<file path="src/dataPath_macros.svh">
// width, count and opcode-size macros for the single-bus datapath
`ifndef DATAPATH_MACROS_SVH
`define DATAPATH_MACROS_SVH

// word width of the bus and of every register except Z
`define DATA_WIDTH 32

// register file geometry
`define REG_COUNT 16
`define REG_SEL_WIDTH 4

// ALU opcode width
`define OP_WIDTH 4

// shift-add iterations of the multiplier, one per multiplier bit
`define MUL_CYCLES 32

`endif

</file>
<file path="src/dataPathPkg.sv">
// ALU opcode enum and multiplier state enum
`default_nettype none

`include "dataPath_macros.svh"

package dataPathPkg;

   // ALU operations, a is Y and b is the bus
   typedef enum logic [`OP_WIDTH-1:0] {
      opAdd = 4'd0,   // a + b
      opSub = 4'd1,   // a - b
      opAnd = 4'd2,
      opOr  = 4'd3,
      opShl = 4'd4,   // a << b[4:0]
      opShr = 4'd5,   // logical a >> b[4:0]
      opNeg = 4'd6,   // -b
      opNot = 4'd7,   // ~b
      opMul = 4'd8    // unsigned a * b, 64 bits
   } aluOp;

   // sequential multiplier control
   typedef enum logic [1:0] {
      mulIdle = 2'd0,
      mulBusy = 2'd1,
      mulDone = 2'd2
   } multState;

endpackage

`default_nettype wire

</file>
<file path="src/alu.sv">
// ALU with single-cycle operations on Y and the bus plus the sequential multiplier
`default_nettype none

`include "dataPath_macros.svh"

module alu (
   input  logic                      Clock,
   input  logic                      reset,
   input  dataPathPkg::aluOp         opSelect,
   input  logic                      start,
   input  logic [`DATA_WIDTH-1:0]    a,
   input  logic [`DATA_WIDTH-1:0]    b,
   output logic [2*`DATA_WIDTH-1:0]  result,
   output logic                      finished
);

   import dataPathPkg::*;

   logic                      mulStart;
   logic [2*`DATA_WIDTH-1:0]  product;
   logic [`DATA_WIDTH-1:0]    lowResult;
   logic [4:0]                shiftAmount;

   assign shiftAmount = b[4:0];

   // only a multiply opcode may launch the multiplier
   assign mulStart = start && (opSelect == opMul);

   multiplier multiplier_i (
      .Clock        (Clock),
      .reset        (reset),
      .start        (mulStart),
      .multiplicand (a),
      .multiplier   (b),
      .product      (product),
      .finished     (finished)
   );

   // single-cycle operations, all 32 bits wide
   always_comb begin
      case (opSelect)
         opAdd:   lowResult = a + b;
         opSub:   lowResult = a - b;
         opAnd:   lowResult = a & b;
         opOr:    lowResult = a | b;
         opShl:   lowResult = a << shiftAmount;
         opShr:   lowResult = a >> shiftAmount;   // zero fill
         opNeg:   lowResult = -b;
         opNot:   lowResult = ~b;
         default: lowResult = '0;
      endcase
   end

   // product is held by the multiplier until the next completion
   always_comb begin
      if (opSelect == opMul) begin
         result = product;
      end else begin
         result = {{`DATA_WIDTH{1'b0}}, lowResult};   // upper half zero
      end
   end

endmodule

`default_nettype wire

</file>
<file path="src/dataPath.sv">
// single-bus datapath: bus multiplexer, PC, IR, Y, Z, HI, LO, MAR, MDR, register file and ALU
`default_nettype none

`include "dataPath_macros.svh"

module dataPath (
   input  logic                      Clock,
   input  logic                      reset,
   // bus sources
   input  logic                      rfOut,
   input  logic                      pcOut,
   input  logic                      irOut,
   input  logic                      yOut,
   input  logic                      zLoOut,
   input  logic                      zHiOut,
   input  logic                      marOut,
   input  logic                      hiOut,
   input  logic                      loOut,
   input  logic                      mdrOut,
   // register loads
   input  logic                      rfIn,
   input  logic                      pcIn,
   input  logic                      irIn,
   input  logic                      yIn,
   input  logic                      zIn,
   input  logic                      marIn,
   input  logic                      hiIn,
   input  logic                      loIn,
   input  logic                      mdrIn,
   input  logic                      read,
   input  logic                      incPc,
   input  logic [`REG_SEL_WIDTH-1:0] rfSelect,
   input  dataPathPkg::aluOp         opSelect,
   input  logic                      start,
   input  logic [`DATA_WIDTH-1:0]    memDataIn,
   output logic [`DATA_WIDTH-1:0]    bus,
   output logic [`DATA_WIDTH-1:0]    address,
   output logic                      finished
);

   logic [`DATA_WIDTH-1:0]    pc;
   logic [`DATA_WIDTH-1:0]    ir;
   logic [`DATA_WIDTH-1:0]    y;
   logic [2*`DATA_WIDTH-1:0]  z;
   logic [`DATA_WIDTH-1:0]    hi;
   logic [`DATA_WIDTH-1:0]    lo;
   logic [`DATA_WIDTH-1:0]    mar;
   logic [`DATA_WIDTH-1:0]    mdr;
   logic [`DATA_WIDTH-1:0]    rfData;
   logic [2*`DATA_WIDTH-1:0]  aluResult;

   // AND-OR multiplexer, zero when no strobe is up
   assign bus = ({`DATA_WIDTH{rfOut}}  & rfData)
              | ({`DATA_WIDTH{pcOut}}  & pc)
              | ({`DATA_WIDTH{irOut}}  & ir)
              | ({`DATA_WIDTH{yOut}}   & y)
              | ({`DATA_WIDTH{zLoOut}} & z[`DATA_WIDTH-1:0])
              | ({`DATA_WIDTH{zHiOut}} & z[2*`DATA_WIDTH-1:`DATA_WIDTH])
              | ({`DATA_WIDTH{marOut}} & mar)
              | ({`DATA_WIDTH{hiOut}}  & hi)
              | ({`DATA_WIDTH{loOut}}  & lo)
              | ({`DATA_WIDTH{mdrOut}} & mdr);

   registerFile registerFile_i (
      .Clock       (Clock),
      .reset       (reset),
      .writeEnable (rfIn),
      .select      (rfSelect),
      .writeData   (bus),
      .readData    (rfData)
   );

   alu alu_i (
      .Clock    (Clock),
      .reset    (reset),
      .opSelect (opSelect),
      .start    (start),
      .a        (y),
      .b        (bus),
      .result   (aluResult),
      .finished (finished)
   );

   // PC increment wins over a bus load
   always_ff @(posedge Clock) begin
      if (reset) begin
         pc <= '0;
      end else if (incPc) begin
         pc <= pc + 1'b1;
      end else if (pcIn) begin
         pc <= bus;
      end
   end

   // memory data takes priority over the bus for MDR
   always_ff @(posedge Clock) begin
      if (reset) begin
         mdr <= '0;
      end else if (read) begin
         mdr <= memDataIn;
      end else if (mdrIn) begin
         mdr <= bus;
      end
   end

   always_ff @(posedge Clock) begin
      if (reset) begin
         z <= '0;
      end else if (zIn) begin
         z <= aluResult;   // full 64-bit ALU result
      end
   end

   // plain bus-loaded registers
   always_ff @(posedge Clock) begin
      if (reset) begin
         ir  <= '0;
         y   <= '0;
         hi  <= '0;
         lo  <= '0;
         mar <= '0;
      end else begin
         if (irIn)  ir  <= bus;
         if (yIn)   y   <= bus;
         if (hiIn)  hi  <= bus;
         if (loIn)  lo  <= bus;
         if (marIn) mar <= bus;
      end
   end

   assign address = mar;   // straight to memory

endmodule

`default_nettype wire

</file>
<file path="src/multiplier.sv">
// sequential shift-add unsigned multiplier with start and finished pulses
`default_nettype none

`include "dataPath_macros.svh"

module multiplier (
   input  logic                       Clock,
   input  logic                       reset,
   input  logic                       start,
   input  logic [`DATA_WIDTH-1:0]     multiplicand,
   input  logic [`DATA_WIDTH-1:0]     multiplier,
   output logic [2*`DATA_WIDTH-1:0]   product,
   output logic                       finished
);

   import dataPathPkg::*;

   localparam int CountWidth = $clog2(`MUL_CYCLES);

   multState                  state;
   logic [2*`DATA_WIDTH-1:0]  mcandShift;    // multiplicand, moves left each step
   logic [`DATA_WIDTH-1:0]    mplierShift;   // multiplier, moves right each step
   logic [2*`DATA_WIDTH-1:0]  accum;
   logic [CountWidth-1:0]     count;         // iterations done so far
   logic [2*`DATA_WIDTH-1:0]  firstTerm;
   logic [2*`DATA_WIDTH-1:0]  partialSum;

   // bit 0 is handled on the start edge, so the last bit lands one edge
   // before finished has to be seen
   assign firstTerm  = multiplier[0] ? {{`DATA_WIDTH{1'b0}}, multiplicand} : '0;
   assign partialSum = accum + (mplierShift[0] ? mcandShift : '0);

   always_ff @(posedge Clock) begin
      if (reset) begin
         state       <= mulIdle;
         mcandShift  <= '0;
         mplierShift <= '0;
         accum       <= '0;
         count       <= '0;
         product     <= '0;
      end else begin
         case (state)
            mulIdle, mulDone: begin
               if (start) begin
                  accum       <= firstTerm;
                  mcandShift  <= {{`DATA_WIDTH{1'b0}}, multiplicand} << 1;
                  mplierShift <= multiplier >> 1;
                  count       <= CountWidth'(1);
                  state       <= mulBusy;
               end else begin
                  state <= mulIdle;   // done lasts a single cycle
               end
            end
            mulBusy: begin             // start is ignored here
               accum       <= partialSum;
               mcandShift  <= mcandShift << 1;
               mplierShift <= mplierShift >> 1;
               count       <= count + 1'b1;
               if (count == CountWidth'(`MUL_CYCLES - 1)) begin
                  product <= partialSum;   // valid in the finished cycle
                  state   <= mulDone;
               end
            end
            default: state <= mulIdle;
         endcase
      end
   end

   assign finished = (state == mulDone);

endmodule

`default_nettype wire

</file>
<file path="src/registerFile.sv">
// 16-entry register file with one write port and one combinational read port
`default_nettype none

`include "dataPath_macros.svh"

module registerFile (
   input  logic                      Clock,
   input  logic                      reset,
   input  logic                      writeEnable,
   input  logic [`REG_SEL_WIDTH-1:0] select,
   input  logic [`DATA_WIDTH-1:0]    writeData,
   output logic [`DATA_WIDTH-1:0]    readData
);

   logic [`DATA_WIDTH-1:0] regs [`REG_COUNT];

   always_ff @(posedge Clock) begin
      if (reset) begin
         for (int i = 0; i < `REG_COUNT; i++) begin
            regs[i] <= '0;
         end
      end else if (writeEnable) begin
         regs[select] <= writeData;   // same index as the read side
      end
   end

   // read is asynchronous so the entry reaches the bus in the same cycle
   assign readData = regs[select];

endmodule

`default_nettype wire
</file>
<file path="config.mk">
export PLATFORM = sky130hd
export DESIGN_NAME = dataPath
export DESIGN_NICKNAME = d
export VERILOG_FILES = /design/src/dataPathPkg.sv /design/src/alu.sv /design/src/dataPath.sv /design/src/multiplier.sv /design/src/registerFile.sv
export VERILOG_INCLUDE_DIRS = /design/src
export SDC_FILE = /design/constraint.sdc
export NUM_CORES = 2
export LEC_CHECK = 0
export BUFFER_PORTS_ARGS = -buffer_cell sky130_fd_sc_hd__buf_2
export CAP_MARGIN = 10
export CORE_MARGIN = 1.5
export CORE_UTILIZATION = 40
export DETAILED_ROUTE_END_ITERATION = 7
export SYNTH_ARGS = -nofsm -noshare
export SYNTH_HDL_FRONTEND = slang
export SYNTH_SLANG_ARGS = --single-unit
</file>
<file path="constraint.sdc">
create_clock -name Clock -period 13.75 [get_ports Clock]
set_input_delay 1.375 -clock Clock [delete_from_list [all_inputs] [get_ports Clock]]
set_output_delay 1.375 -clock Clock [all_outputs]
set_load 0.02 [all_outputs]
</file>
==> reports/metrics.yaml <==
ios: 129
grt_use_total_pct: 32.1
cts_hold_buf: 0
syn_area_per_cell_sq_um: 9.43
status: "complete, but fails checks"
die-width_um: 373
wirelength_mm: 231
ant_nets: 0
holdCritStartpoint: "alu_i.multiplier_i.product[54]"
synth_seq_area_share_pct: 46.9
hp-class: "flip-flop to flip-flop"
synth_area_leaders: "edfxtp_1, dfxtp_1, nor2_1"
gr-total-overflow: 0
num_rows: 135
relSlewSlack_pct: 17.5
syn_nets: 6043
synth_ff_type: "dfxtp_1"
htree_levels: 3
clk_pin_slew_ns: 0.06
synth_top_area_share_pct: 28.0
hpwl_mm: 157
total_power_uw: 8620
antenna_found_initial: 5
critPathKind: "primary input to flip-flop"
initial_core_util_pct: 40.4
nFillCells: 13100
grt_pass1_vias: 44500
fin_nets: 5907
fin_crit_sh_pct: 56.4
finalSetupViolCount: 0
area_delta_synth_final_pct: 11.7
use_met3_pct: 7.94
synth-edff-count: 512
gp_congestion: 1.05
drive_gt1_share_pct: 12.6
violations: "DRC"
pwr_density_cell_nw_per_um2: 141
synth.distinct_cells: 88
crit_arrival_ns: 8.32
whs_endpoint: "alu_i.multiplier_i.product[54]"
regArea_sq_um: 25700
cts_tree: "yes"
fin_ws_ns: 5.99
worstReg2RegStart: "y[0]"
clk_latency_ns: 0.77
hold_path_depth: 2
leakagePower_uw: 0.0236
r2r-end: "z[30]"
peakVddDrop_v: 0.000119
final_cell_mix: "nor2_1, dfxtp_1, edfxtp_1"
cts.path.max_buffers: 3
gr-usage-met1_pct: 45.2
rsz0062_at_grt: "no"
avgRoutedWirePerCell_um: 30.5
synth_area_sq_um: 54800
grt_pass1_wl_mm: 328
grt_use_met2_pct: 46.4
ctsRootBufferMaster: "clkbuf_16"
required_ns: 14.31
vias: 48100
dieArea_sq_um: 139000
cp-end-kind: "flip-flop"
yosysWarningCount: 0
vias_per_cell: 6.36
multiInputGateArea_sq_um: 27100
dr.pass1.iters: 8
cp-start-kind: "primary input"
post-route-min-period_ns: 7.76
fp.dieH_um: 373
regToRegSetupSlack_ns: 6.91
cts-resized-gates: 0
fmax_mhz: 129
ys_seq_elements: 1029
yosysTopAreaCell: "edfxtp_1"
syn_inst: 5818
io_buffers: 128
cp_max_fo: 63
cts_buffers: 111
slew_viol_final: 0
cts_setup_buffers: 0
final.setup_skew_ns: 0.0620
top_usage_layer: "met2"
coreArea_sq_um: 136000
cts.sinks: 1029
dp.cells: 7350
fin_cells: 7563
final_common_cell: "nor2_1"
dp_slack_ns: 5.47
drt-initial-drc-count: 6928
tns_ns: 0
maxCapViolCount: 0
drc: 4
r2r_cells: 19
hold_violations: 0
max_slew.worst_pin.slew_ns: 1.23
ys_async_sr_fraction_pct: 0
hold_slack_ns: 0.456
grt_max_degree: 186
[synth_stat cells (all sizes together), types with 82 or more instances]
cell / instances
a21oi: 524
nand3: 183
inv: 108
a211oi: 261
edfxtp: 512
clkbuf: 425
dfxtp: 517
mux4: 149
buf: 109
a21o: 82
nor2: 1097
a22oi: 104
o21ai: 165
nand2: 442
mux2i: 86
ha: 158
[state kept, by name, indices dropped and copies added, names as in the netlist]
register	count
alu_i.multiplier_i.state	2
alu_i.multiplier_i.accum	64
address	32
alu_i.multiplier_i.count	5
z	64
ir	32
pc	32
alu_i.multiplier_i.mplierShift	31
mdr	32
alu_i.multiplier_i.mcandShift	63
alu_i.multiplier_i.product	64
lo	32
registerFile_i.regs	512
hi	32
y	32
[metal layers]
layer / vias up / routed length, um
met2: 2949 / 96000
met3: 468 / 26800
met4: 2 / 11200
met5: - / 13
li1: 21000 / -
met1: 23700 / 96500
[logic make-up (layout without fill, tap and decap cells)]
| group | count (synthesis) | count (layout) | synth area share (%) |
|---|---|---|---|
| AO/OA/AOI/OAI | 1559 | 1559 | 19.0 |
| XOR/XNOR | 108 | 108 | 1.72 |
| adder cells (fa/ha/maj) | 162 | 162 | 3.74 |
| buffers and inverters | 642 | 603 | 4.51 |
| flip-flops | 1029 | 1029 | 46.9 |
| multiplexers | 246 | 246 | 7.92 |
| other | 0 | 3 | 0 |
| AND/OR/NAND/NOR | 2072 | 2072 | 16.2 |
[worst max-delay path, stage by stage]
cell and delay [ns]:
buf_4 0.67, buf_4 0.86, mux4_2 0.40, mux4_2 0.52
a21oi_4 0.71, inv_1 0.18, ha_1 0.29, a2111o_1 0.37
a21oi_1 0.30, o31a_1 0.21, o21ai_0 0.21, a31oi_1 0.52
o2111a_1 0.27, nor3_1 0.08, nor3_1 0.62, nor3_1 0.09
a31o_2 0.24, a21oi_1 0.15, a311oi_1 0.10
[final cells by class]
type                    instances  share of cell area [%]
multi-input cells            4147                    44.3
flip-flops and latches       1029                    42.0
clock buffers                 136                    4.92
well taps                    1781                    3.64
repair buffers                285                    3.04
clock inverters                74                    1.47
inverters                     108                   0.666
diodes                          3                  0.0123
[metrics by stage]
stage                     area (sq um)  util [%]
after floorplan                  54800         -
after global placement           57300      42.2
after detailed placement         57300      42.2
after CTS                        61200      45.1
after global routing             61200      45.1
final                            61200      45.1
[worst max-delay path by stage]
stage                      from     to  slack (ns)
finish              rfSelect[1]  z[30]        5.99
global route        rfSelect[0]  z[28]        5.76
CTS                 rfSelect[1]  z[30]        6.26
detailed placement  rfSelect[1]  z[28]        5.47
global placement    rfSelect[1]  z[28]        5.50
floorplan           rfSelect[0]  z[28]        6.64
[report_power, final]
part / switching (uW) / total, uW / internal (uW)
clock: 1360 / 3230 / 1870
sequential: 102 / 3460 / 3360
combinational: 1390 / 1940 / 549
Note: power is estimated with default switching activity, not from simulation.
